[config.mk]
export PLATFORM = sky130hd
export DESIGN_NAME = vec_datapath
export DESIGN_NICKNAME = d
export VERILOG_FILES = /design/src/common/vec_pkg.sv /design/src/vec_datapath.sv /design/src/mem_port.sv /design/src/lane/vec_mac_pe.sv /design/src/lane/vec_regfile.sv /design/src/control/vec_sequencer.sv /design/src/control/vec_decoder.sv /design/src/stream_fifo.sv
export SDC_FILE = /design/constraint.sdc
export NUM_CORES = 2
export LEC_CHECK = 0
export ABC_CLOCK_PERIOD_IN_PS = 10650
export BUFFER_PORTS_ARGS = -buffer_cell sky130_fd_sc_hd__buf_2
export CAP_MARGIN = 30
export CELL_PAD_IN_SITES_DETAIL_PLACEMENT = 1
export CELL_PAD_IN_SITES_GLOBAL_PLACEMENT = 1
export CORE_MARGIN = 5
export CORE_UTILIZATION = 50
export DETAILED_ROUTE_END_ITERATION = 6
export GPL_TIMING_DRIVEN = 0
export PLACE_DENSITY_LB_ADDON = 0.1
export REMOVE_ABC_BUFFERS = 1
export SYNTH_ARGS = -nofsm -noshare
export SYNTH_HDL_FRONTEND = slang
export SYNTH_SLANG_ARGS = --single-unit
[constraint.sdc]
create_clock -name clk -period 10.65 [get_ports clk]
set_clock_uncertainty 0.15 [all_clocks]
set_input_delay 2.13 -clock clk [delete_from_list [all_inputs] [get_ports clk]]
set_output_delay 2.13 -clock clk [all_outputs]
set_load 0.02 [all_outputs]
[src/common/vec_pkg.sv]
package vec_pkg;

    // SIMD geometry
    localparam int LANES   = 4;
    localparam int LANE_W  = 16;
    localparam int WORD_W  = LANES * LANE_W;    // one vector word, 64 bits

    // register file and memory
    localparam int VRF_DEPTH = 16;
    localparam int VRF_AW    = 4;
    localparam int MEM_AW    = 16;              // word address, not byte
    localparam int INSTR_W   = 32;

    typedef logic [WORD_W-1:0]  vword_t;
    typedef logic [LANE_W-1:0]  lane_t;
    typedef logic [VRF_AW-1:0]  vaddr_t;
    typedef logic [MEM_AW-1:0]  maddr_t;
    typedef logic [INSTR_W-1:0] instr_t;

    typedef enum logic [1:0] {
        VLOAD      = 2'd0,
        VSTORE     = 2'd1,
        VMACC      = 2'd2,
        VSTREAMOUT = 2'd3
    } vop_e;

    // instruction fields
    localparam int OP_HI   = 31;
    localparam int OP_LO   = 30;
    localparam int VD_HI   = 29;
    localparam int VD_LO   = 26;
    localparam int VS_HI   = 25;
    localparam int VS_LO   = 22;
    localparam int LEN_HI  = 21;                // run length minus one
    localparam int LEN_LO  = 18;
    localparam int BASE_HI = 15;                // bits 17:16 unused
    localparam int BASE_LO = 0;

endpackage
[src/vec_datapath.sv]
`timescale 1ns/1ns

module vec_datapath #(
    parameter int FIFO_DEPTH = 8
) (
    input  logic            clk,
    input  logic            i_rst_n,
    // instruction issue
    input  logic            i_instr_valid,
    input  vec_pkg::instr_t i_instr,
    output logic            o_busy,
    output logic            o_done,
    // memory port
    output logic            o_mem_rd,
    output logic            o_mem_wr,
    output vec_pkg::maddr_t o_mem_addr,
    output vec_pkg::vword_t o_mem_wdata,
    input  logic            i_mem_rvalid,
    input  vec_pkg::vword_t i_mem_rdata,
    // streams
    input  logic            i_stream_valid,
    input  vec_pkg::vword_t i_stream_data,
    output logic            o_stream_ready,
    output logic            o_stream_valid,
    output vec_pkg::vword_t o_stream_data,
    input  logic            i_stream_ready
);
    logic            start;
    vec_pkg::vop_e   op;
    vec_pkg::vaddr_t vd, vs, len_m1;
    vec_pkg::maddr_t base;
    vec_pkg::vaddr_t rd_addr_a, rd_addr_b, load_waddr;
    vec_pkg::vword_t rdata_a, rdata_b;
    logic            seq_rd, seq_wr;
    vec_pkg::maddr_t seq_addr;
    logic            load_valid;
    vec_pkg::vword_t load_data;
    logic            in_pop, in_empty, in_full;
    logic            out_push, out_empty, out_full;
    vec_pkg::vword_t in_head;
    logic            pe_issue, pe_valid;
    vec_pkg::vaddr_t pe_waddr;
    vec_pkg::vword_t pe_result;
    logic            rf_we;
    vec_pkg::vaddr_t rf_waddr;
    vec_pkg::vword_t rf_wdata;

    assign o_stream_ready = !in_full;
    assign o_stream_valid = !out_empty;

    // write source picked by the running op
    assign rf_we    = (op == vec_pkg::VMACC) ? pe_valid : ((op == vec_pkg::VLOAD) && load_valid);
    assign rf_waddr = (op == vec_pkg::VMACC) ? pe_waddr  : load_waddr;
    assign rf_wdata = (op == vec_pkg::VMACC) ? pe_result : load_data;

    vec_decoder dec_i (
        .clk(clk), .i_rst_n(i_rst_n), .i_instr_valid(i_instr_valid), .i_instr(i_instr),
        .o_start(start), .o_op(op), .o_vd(vd), .o_vs(vs), .o_len_m1(len_m1), .o_base(base)
    );

    vec_sequencer seq_i (
        .clk(clk), .i_rst_n(i_rst_n), .i_start(start), .i_op(op), .i_vd(vd), .i_vs(vs),
        .i_len_m1(len_m1), .i_base(base), .i_rvalid(load_valid), .i_in_empty(in_empty),
        .i_out_full(out_full), .i_pe_valid(pe_valid), .o_rd_addr_a(rd_addr_a),
        .o_rd_addr_b(rd_addr_b), .o_mem_rd(seq_rd), .o_mem_wr(seq_wr), .o_mem_addr(seq_addr),
        .o_load_waddr(load_waddr), .o_in_pop(in_pop), .o_out_push(out_push),
        .o_pe_issue(pe_issue), .o_busy(o_busy), .o_done(o_done)
    );

    vec_regfile rf_i (
        .clk(clk), .i_we(rf_we), .i_waddr(rf_waddr), .i_wdata(rf_wdata),
        .i_raddr_a(rd_addr_a), .i_raddr_b(rd_addr_b), .o_rdata_a(rdata_a), .o_rdata_b(rdata_b)
    );

    // stream word times vs entry plus vd entry
    vec_mac_pe pe_i (
        .clk(clk), .i_rst_n(i_rst_n), .i_issue(pe_issue), .i_waddr(rd_addr_b),
        .i_a(in_head), .i_b(rdata_a), .i_acc(rdata_b),
        .o_valid(pe_valid), .o_waddr(pe_waddr), .o_result(pe_result)
    );

    mem_port mem_i (
        .clk(clk), .i_rst_n(i_rst_n), .i_rd(seq_rd), .i_wr(seq_wr), .i_addr(seq_addr),
        .i_wdata(rdata_a), .i_mem_rvalid(i_mem_rvalid), .i_mem_rdata(i_mem_rdata),
        .o_mem_rd(o_mem_rd), .o_mem_wr(o_mem_wr), .o_mem_addr(o_mem_addr),
        .o_mem_wdata(o_mem_wdata), .o_rvalid(load_valid), .o_rdata(load_data)
    );

    stream_fifo #(.FIFO_DEPTH(FIFO_DEPTH)) in_fifo_i (
        .clk(clk), .i_rst_n(i_rst_n), .i_push(i_stream_valid && !in_full), .i_pop(in_pop),
        .i_din(i_stream_data), .o_dout(in_head), .o_empty(in_empty), .o_full(in_full)
    );

    stream_fifo #(.FIFO_DEPTH(FIFO_DEPTH)) out_fifo_i (
        .clk(clk), .i_rst_n(i_rst_n), .i_push(out_push), .i_pop(i_stream_ready && !out_empty),
        .i_din(rdata_a), .o_dout(o_stream_data), .o_empty(out_empty), .o_full(out_full)
    );

endmodule

[src/mem_port.sv]
`timescale 1ns/1ns

module mem_port (
    input  logic            clk,
    input  logic            i_rst_n,
    input  logic            i_rd,
    input  logic            i_wr,
    input  vec_pkg::maddr_t i_addr,
    input  vec_pkg::vword_t i_wdata,
    input  logic            i_mem_rvalid,
    input  vec_pkg::vword_t i_mem_rdata,
    output logic            o_mem_rd,
    output logic            o_mem_wr,
    output vec_pkg::maddr_t o_mem_addr,
    output vec_pkg::vword_t o_mem_wdata,
    output logic            o_rvalid,
    output vec_pkg::vword_t o_rdata
);

    // strobes and load valid
    always_ff @(posedge clk) begin
        if (!i_rst_n) begin
            o_mem_rd <= 1'b0;
            o_mem_wr <= 1'b0;
            o_rvalid <= 1'b0;
        end else begin
            o_mem_rd <= i_rd;
            o_mem_wr <= i_wr;
            o_rvalid <= i_mem_rvalid;   // one-cycle pulse into the RF write port
        end
    end

    // address and write data held between requests
    always_ff @(posedge clk) begin
        if (i_rd || i_wr) begin
            o_mem_addr <= i_addr;
        end
        if (i_wr) begin
            o_mem_wdata <= i_wdata;
        end
    end

    // returned read data
    always_ff @(posedge clk) begin
        if (i_mem_rvalid) o_rdata <= i_mem_rdata;
    end

endmodule

[src/lane/vec_mac_pe.sv]
`timescale 1ns/1ns

module vec_mac_pe (
    input  logic            clk,
    input  logic            i_rst_n,
    input  logic            i_issue,
    input  vec_pkg::vaddr_t i_waddr,
    input  vec_pkg::vword_t i_a,
    input  vec_pkg::vword_t i_b,
    input  vec_pkg::vword_t i_acc,
    output logic            o_valid,
    output vec_pkg::vaddr_t o_waddr,
    output vec_pkg::vword_t o_result
);
    localparam int W = vec_pkg::LANE_W;

    vec_pkg::lane_t  prod_q [vec_pkg::LANES];
    vec_pkg::vword_t acc_q;
    vec_pkg::vaddr_t waddr_q;
    logic            valid_q;

    // valid travels with the data
    always_ff @(posedge clk) begin
        if (!i_rst_n) begin
            valid_q <= 1'b0;
            o_valid <= 1'b0;
        end else begin
            valid_q <= i_issue;
            o_valid <= valid_q;
        end
    end

    // stage 1, lane products
    always_ff @(posedge clk) begin
        for (int l = 0; l < vec_pkg::LANES; l++) begin
            prod_q[l] <= vec_pkg::lane_t'(i_a[l*W +: W] * i_b[l*W +: W]);
        end
        acc_q   <= i_acc;
        waddr_q <= i_waddr;
    end

    // stage 2, accumulate, wraps mod 2^16
    always_ff @(posedge clk) begin
        for (int l = 0; l < vec_pkg::LANES; l++) begin
            o_result[l*W +: W] <= prod_q[l] + acc_q[l*W +: W];
        end
        o_waddr <= waddr_q;
    end

endmodule

[src/lane/vec_regfile.sv]
`timescale 1ns/1ns

module vec_regfile (
    input  logic            clk,
    input  logic            i_we,
    input  vec_pkg::vaddr_t i_waddr,
    input  vec_pkg::vword_t i_wdata,
    input  vec_pkg::vaddr_t i_raddr_a,
    input  vec_pkg::vaddr_t i_raddr_b,
    output vec_pkg::vword_t o_rdata_a,
    output vec_pkg::vword_t o_rdata_b
);
    vec_pkg::vword_t rf [vec_pkg::VRF_DEPTH];

    always_ff @(posedge clk) begin
        if (i_we) rf[i_waddr] <= i_wdata;
    end

    // A feeds store, stream out and MAC multiplicand
    assign o_rdata_a = rf[i_raddr_a];
    assign o_rdata_b = rf[i_raddr_b];   // accumulator read

endmodule

[src/control/vec_sequencer.sv]
`timescale 1ns/1ns

module vec_sequencer (
    input  logic            clk,
    input  logic            i_rst_n,
    input  logic            i_start,
    input  vec_pkg::vop_e   i_op,
    input  vec_pkg::vaddr_t i_vd,
    input  vec_pkg::vaddr_t i_vs,
    input  vec_pkg::vaddr_t i_len_m1,
    input  vec_pkg::maddr_t i_base,
    input  logic            i_rvalid,
    input  logic            i_in_empty,
    input  logic            i_out_full,
    input  logic            i_pe_valid,
    output vec_pkg::vaddr_t o_rd_addr_a,
    output vec_pkg::vaddr_t o_rd_addr_b,
    output logic            o_mem_rd,
    output logic            o_mem_wr,
    output vec_pkg::maddr_t o_mem_addr,
    output vec_pkg::vaddr_t o_load_waddr,
    output logic            o_in_pop,
    output logic            o_out_push,
    output logic            o_pe_issue,
    output logic            o_busy,
    output logic            o_done
);
    typedef enum logic [2:0] {IDLE, LOAD_REQ, LOAD_WAIT, RUN, DRAIN} state_e;

    state_e          state;
    state_e          state_nxt;
    vec_pkg::vaddr_t elem;          // element index k
    logic [1:0]      in_flight;     // MACs still in the PE
    logic            wr_q;          // store still in mem_port
    logic            last;
    logic            step;

    assign last = (elem == i_len_m1);

    // addresses wrap at 16 in the register file
    assign o_rd_addr_a  = i_vs + elem;
    assign o_rd_addr_b  = i_vd + elem;
    assign o_load_waddr = i_vd + elem;
    assign o_mem_addr   = i_base + vec_pkg::maddr_t'(elem);

    assign o_busy = (state != IDLE) || i_start;

    always_comb begin
        state_nxt  = state;
        step       = 1'b0;
        o_mem_rd   = 1'b0;
        o_mem_wr   = 1'b0;
        o_in_pop   = 1'b0;
        o_out_push = 1'b0;
        o_pe_issue = 1'b0;
        o_done     = 1'b0;
        case (state)
            IDLE: begin
                if (i_start) state_nxt = (i_op == vec_pkg::VLOAD) ? LOAD_REQ : RUN;
            end
            LOAD_REQ: begin
                o_mem_rd  = 1'b1;
                state_nxt = LOAD_WAIT;
            end
            LOAD_WAIT: begin
                if (i_rvalid) begin     // stalled until the response lands
                    step = 1'b1;
                    if (last) begin
                        o_done    = 1'b1;
                        state_nxt = IDLE;
                    end else begin
                        state_nxt = LOAD_REQ;
                    end
                end
            end
            RUN: begin
                case (i_op)
                    vec_pkg::VSTORE: begin
                        o_mem_wr = 1'b1;
                        step     = 1'b1;
                    end
                    vec_pkg::VMACC: begin
                        if (!i_in_empty) begin
                            o_in_pop   = 1'b1;
                            o_pe_issue = 1'b1;
                            step       = 1'b1;
                        end
                    end
                    vec_pkg::VSTREAMOUT: begin
                        if (!i_out_full) begin
                            o_out_push = 1'b1;
                            step       = 1'b1;
                        end
                    end
                    default: ;
                endcase
                if (step && last) begin
                    // stream out has nothing left behind it
                    if (i_op == vec_pkg::VSTREAMOUT) begin
                        o_done    = 1'b1;
                        state_nxt = IDLE;
                    end else begin
                        state_nxt = DRAIN;
                    end
                end
            end
            DRAIN: begin
                if (in_flight == 2'd0 && !wr_q) begin
                    o_done    = 1'b1;
                    state_nxt = IDLE;
                end
            end
            default: state_nxt = IDLE;
        endcase
    end

    always_ff @(posedge clk) begin
        if (!i_rst_n) begin
            state     <= IDLE;
            elem      <= '0;
            in_flight <= 2'd0;
            wr_q      <= 1'b0;
        end else begin
            state     <= state_nxt;
            wr_q      <= o_mem_wr;
            in_flight <= in_flight + {1'b0, o_pe_issue} - {1'b0, i_pe_valid};
            if (i_start) begin
                elem <= '0;
            end else if (step && !last) begin
                elem <= elem + vec_pkg::vaddr_t'(1);
            end
        end
    end

endmodule

[src/control/vec_decoder.sv]
`timescale 1ns/1ns

module vec_decoder (
    input  logic            clk,
    input  logic            i_rst_n,
    input  logic            i_instr_valid,
    input  vec_pkg::instr_t i_instr,
    output logic            o_start,
    output vec_pkg::vop_e   o_op,
    output vec_pkg::vaddr_t o_vd,
    output vec_pkg::vaddr_t o_vs,
    output vec_pkg::vaddr_t o_len_m1,
    output vec_pkg::maddr_t o_base
);

    // start strobe and opcode
    always_ff @(posedge clk) begin
        if (!i_rst_n) begin
            o_start <= 1'b0;
            o_op    <= vec_pkg::VLOAD;
        end else begin
            o_start <= i_instr_valid;   // one cycle behind issue
            if (i_instr_valid) begin
                o_op <= vec_pkg::vop_e'(i_instr[vec_pkg::OP_HI:vec_pkg::OP_LO]);
            end
        end
    end

    // operand fields, held until the next issue
    always_ff @(posedge clk) begin
        if (i_instr_valid) begin
            o_vd     <= i_instr[vec_pkg::VD_HI:vec_pkg::VD_LO];
            o_vs     <= i_instr[vec_pkg::VS_HI:vec_pkg::VS_LO];
            o_len_m1 <= i_instr[vec_pkg::LEN_HI:vec_pkg::LEN_LO];
            o_base   <= i_instr[vec_pkg::BASE_HI:vec_pkg::BASE_LO];
        end
    end

endmodule

[src/stream_fifo.sv]
`timescale 1ns/1ns

module stream_fifo #(
    parameter int FIFO_DEPTH = 8
) (
    input  logic            clk,
    input  logic            i_rst_n,
    input  logic            i_push,
    input  logic            i_pop,
    input  vec_pkg::vword_t i_din,
    output vec_pkg::vword_t o_dout,
    output logic            o_empty,
    output logic            o_full
);
    localparam int PTR_W = (FIFO_DEPTH > 1) ? $clog2(FIFO_DEPTH) : 1;
    localparam int CNT_W = $clog2(FIFO_DEPTH + 1);

    vec_pkg::vword_t  mem [FIFO_DEPTH];
    logic [PTR_W-1:0] rd_ptr;
    logic [PTR_W-1:0] wr_ptr;
    logic [CNT_W-1:0] count;
    logic             do_push;
    logic             do_pop;

    function automatic logic [PTR_W-1:0] ptr_inc(input logic [PTR_W-1:0] p);
        ptr_inc = (p == PTR_W'(FIFO_DEPTH - 1)) ? '0 : p + PTR_W'(1);
    endfunction

    assign o_empty = (count == '0);
    assign o_full  = (count == CNT_W'(FIFO_DEPTH));
    assign do_push = i_push && !o_full;     // push on full dropped
    assign do_pop  = i_pop && !o_empty;
    assign o_dout  = mem[rd_ptr];           // head visible without a pop

    always_ff @(posedge clk) begin
        if (!i_rst_n) begin
            rd_ptr <= '0;
            wr_ptr <= '0;
            count  <= '0;
        end else begin
            if (do_push) wr_ptr <= ptr_inc(wr_ptr);
            if (do_pop)  rd_ptr <= ptr_inc(rd_ptr);
            if (do_push && !do_pop) begin
                count <= count + CNT_W'(1);
            end else if (do_pop && !do_push) begin
                count <= count - CNT_W'(1);
            end
        end
    end

    always_ff @(posedge clk) begin
        if (do_push) mem[wr_ptr] <= i_din;
    end

endmodule

==> results.md <==
* Synth warnings at 0
* Asr flop ratio synth at 0%
* WL met2 at between 150000 and 200000 um
* Drt first pass iters at 5
* Vias per std cell at 6.04
* Total track usage at 27.2%
* Min cycle time layout at slightly below 10 ns
* I/O pin count at between 300 and 400
* Unrepaired setup endpoints after global routing: false
* Crit end category: flip-flop
* First-pass GRT wire length at between 400000 and 500000 um
* Actual transition at the worst max-transition pin at approximately 1.0 ns
* Share of cells above drive strength 1 at about 28%
* Antenna violation net count after detailed routing at 0
* Register area at 0.0716 mm^2
* Period utilization at between 90 and 100%
* Req. time, crit path at 11.27 ns
* Post-Route WL at 329000 um
* Hpwl dp at between 200000 and 250000 um
* Area of the multi-input gates at around 0.041 mm^2
* DRT iter0 DRCs at approximately 5700
* Initial antenna violation count at 33
* Drt wl/cell at between 30 and 40 um
* Hold Path Origin: pe_i.waddr_q[0]$_DFF_P_
* Hold EP: pe_i.o_waddr[0]$_DFF_P_
* Hold Path Class: flip-flop to flip-flop
* MaxCap Viol Count at 0
* Clk root buf: clkbuf_16
* FF+latch count, synth at 2463
* Max-slew violations at 0
* Starting Density at 50.1%
* Fill count at approximately 21000
* Setup_tns at 0 ns
* Leakage at between 0.04 and 0.05 uW
* Yosys top cell by area: edfxtp_1
* Std-Cell Rows at between 150 and 200
* CTS resizes at 0
* TritonCTS clock tree: yes
* Syn Area/Cell at 16.6 um^2
* Beginning of the worst register-to-register path: seq_i.elem[0]$_SDFFE_PP0P_
* TritonCTS Buffers at roughly 290
* Die X at 492 um
* Highest metal used: met5
* Top_reg_cell synth: edfxtp_1
* Clock sinks at roughly 2500
* Synthesized cell area at around 0.12 mm^2
* Worst endpoint data arrival time at ~10 ns
* Area contributors post-synth: edfxtp_1, mux4_2, fa_1
* Metal3 WL at 17400 um
* Nets at ~8400
* Post-synthesis sequential area ratio at 61.6%
* Residual DRC at 0
* WS Path Type: flip-flop to flip-flop
* Routed via count at 65500
* Status: finished, final reports clean
* Core area at around 0.23 mm^2
* Synth top area share at between 50% and 60%
* Area delta synth->final at 15.8%
* Port Buffer Count at ~310
* Pwr Density at 283 mW/mm^2
* Worst reg-to-reg setup slack at 0.85 ns
* Die Ht at 492 um
* Largest net degree at the start of global routing at 67
* Final hold vios at 0
* Hold path depth at 0
* Clock transition at path regs at 0.06 ns
* Vias in the first global route at between 70000 and 80000
* M1 WL at roughly 130000 um
* Unique masters post-synth at 64
* Final setup fails at 0
* Worst-path fanout max at 51
* CTS H-tree depth at 5
* Post-synth EDFFs at around 2200
* CTS Buffer Depth at 4
* Hold-fix buffer count after cts at 0
* Max frequency at about 100 MHz
* Latest clock arrival within the worst-skew pair at ~0.96 ns
* Placer Congestion at approximately 0.8
* Worst r2r path cells at 25
* Design area at between 0.1 and 0.15 mm^2
* Mapped Cells at around 7000
* Post-Place Cell Area at roughly 0.13 mm^2
* Crit start category: flip-flop
* Global route overflow at 0
* Relative slew slack at 28.6%
* Die Area at approximately 0.24 mm^2
* Post-CTS Setup Bufs at 0
* Max IR drop VDD at approximately 550 uV
* Reg2reg end: pe_i.prod_q[2][15]$_DFF_P_
placed cells by master, fill, tap and decap left out, drive strengths merged, types with 243 or more instances in the layout:
cell,count
nand2,600
fa,329
mux4,768
buf,617
dfxtp,243
clkbuf,373
nor2,411
edfxtp,2220
ha,283
inv,584
final cells by class:
class                      instances  share of cell area (%)
antenna                            5                 0.00930
clock buffer                     372                    5.78
clock inverter                   116                   0.866
inverter                         575                    1.61
multi-input combinational       3648                    30.8
sequential                      2463                    53.2
tap                             3043                    2.83
timing repair buffer             618                    4.93
critical path: stages, from the launching register on:
cell,delay (ns)
dfxtp_1,0.45
ha_4,0.24
fa_4,1.25
buf_16,0.34
buf_16,0.32
buf_16,0.29
buf_16,0.32
mux4_2,0.36
nand2_1,0.09
nand3_1,0.12
nand2_1,0.45
inv_1,0.38
nand2_1,0.18
fa_1,0.47
fa_1,0.58
fa_1,0.45
fa_1,0.57
fa_1,0.45
fa_1,0.44
xor2_1,0.17
xnor2_1,0.19
xnor2_1,0.11
xnor2_1,0.45
xnor2_1,0.16
xnor2_1,0.22
xnor3_1,0.34
synth_stat cells, drive strengths merged, types with 23 or more instances:
cell type and count:
edfxtp 2220, mux4 768, nand2 600, inv 573
nor2 411, fa 329, ha 283, dfxtp 243
clkbuf 172, or2 172, mux2i 161, xnor2 159
buf 155, mux2 112, a21oi 87, and3 76
a31oi 68, o21ai 66, nand3 59, xor2 46
nor3 37, nor2b 33, nand2b 29, o21bai 23
flip-flops by register name, summed over array words and instances (netlist names), 4 cells and up, named ones only:
signal,flops
rf_i.rf,1024
in_fifo_i.mem,512
out_fifo_i.mem,512
mem_i.o_mem_wdata,64
mem_i.o_rdata,64
pe_i.acc_q,64
pe_i.o_result,64
pe_i.prod_q,64
dec_i.o_base,16
mem_i.o_mem_addr,16
dec_i.o_len_m1,4
dec_i.o_vd,4
dec_i.o_vs,4
in_fifo_i.count,4
out_fifo_i.count,4
pe_i.o_waddr,4
pe_i.waddr_q,4
seq_i.elem,4
worst max path at each step:
stage	start	endpoint	slack (ns)	cells after the start
2_1_floorplan	seq_i.elem[0]$_SDFFE_PP0P_	pe_i.prod_q[0][15]$_DFF_P_	-5.47	21
3_3_place_gp	seq_i.elem[0]$_SDFFE_PP0P_	rf_i.rf[10][35]$_DFFE_PP_	-25.59	7
3_5_place_dp	seq_i.elem[0]$_SDFFE_PP0P_	pe_i.prod_q[2][15]$_DFF_P_	0.80	25
4_1_cts	seq_i.elem[0]$_SDFFE_PP0P_	pe_i.prod_q[2][15]$_DFF_P_	0.82	25
5_1_grt	seq_i.elem[0]$_SDFFE_PP0P_	pe_i.prod_q[3][15]$_DFF_P_	0.51	28
6_report	seq_i.elem[0]$_SDFFE_PP0P_	pe_i.prod_q[2][15]$_DFF_P_	0.85	25
layer usage:
layer	track usage, %	vias up
met1	36.6	35300
met5	0	-
met3	3.69	610
met2	46.6	2162
met4	8.22	10
li1	-	27400
logic make-up (layout without fill, tap and decap cells):
family / Yosys count / after routing / synth area share [%]
multiplexers: 1041 / 1041 / 17.4
AO/OA/AOI/OAI: 315 / 315 / 1.68
flip-flops: 2463 / 2463 / 61.6
buffers and inverters: 902 / 1681 / 3.23
XOR/XNOR: 220 / 220 / 1.84
AND/OR/NAND/NOR: 1460 / 1460 / 5.61
adder cells (fa/ha/maj): 612 / 612 / 8.72
other: 0 / 5 / 0
power breakdown:
group          total [uW]  switching (uW)  internal [uW]
clock                9490            3850           5640
combinational       16800            9260           7540
sequential          11700             245          11500
total               38000           13400          24700
per-stage QoR:
stage | hold slack, ns | setup slack [ns] | power [uW] | instances | util [%]
5_1_grt | 0.185 | 0.507 | 40600 | 10800 | 58.0
3_5_place_dp | 0.163 | 0.801 | 28800 | 10300 | 54.2
6_report | 0.179 | 0.846 | 38000 | 10800 | 58.0
4_1_cts | 0.177 | 0.821 | 38500 | 10800 | 58.0
2_1_floorplan | 0.160 | -5.47 | 24600 | 6686 | -
3_3_place_gp | 0.160 | -25.59 | 29100 | 10000 | 51.7
Note: power is estimated with default switching activity, not from simulation.
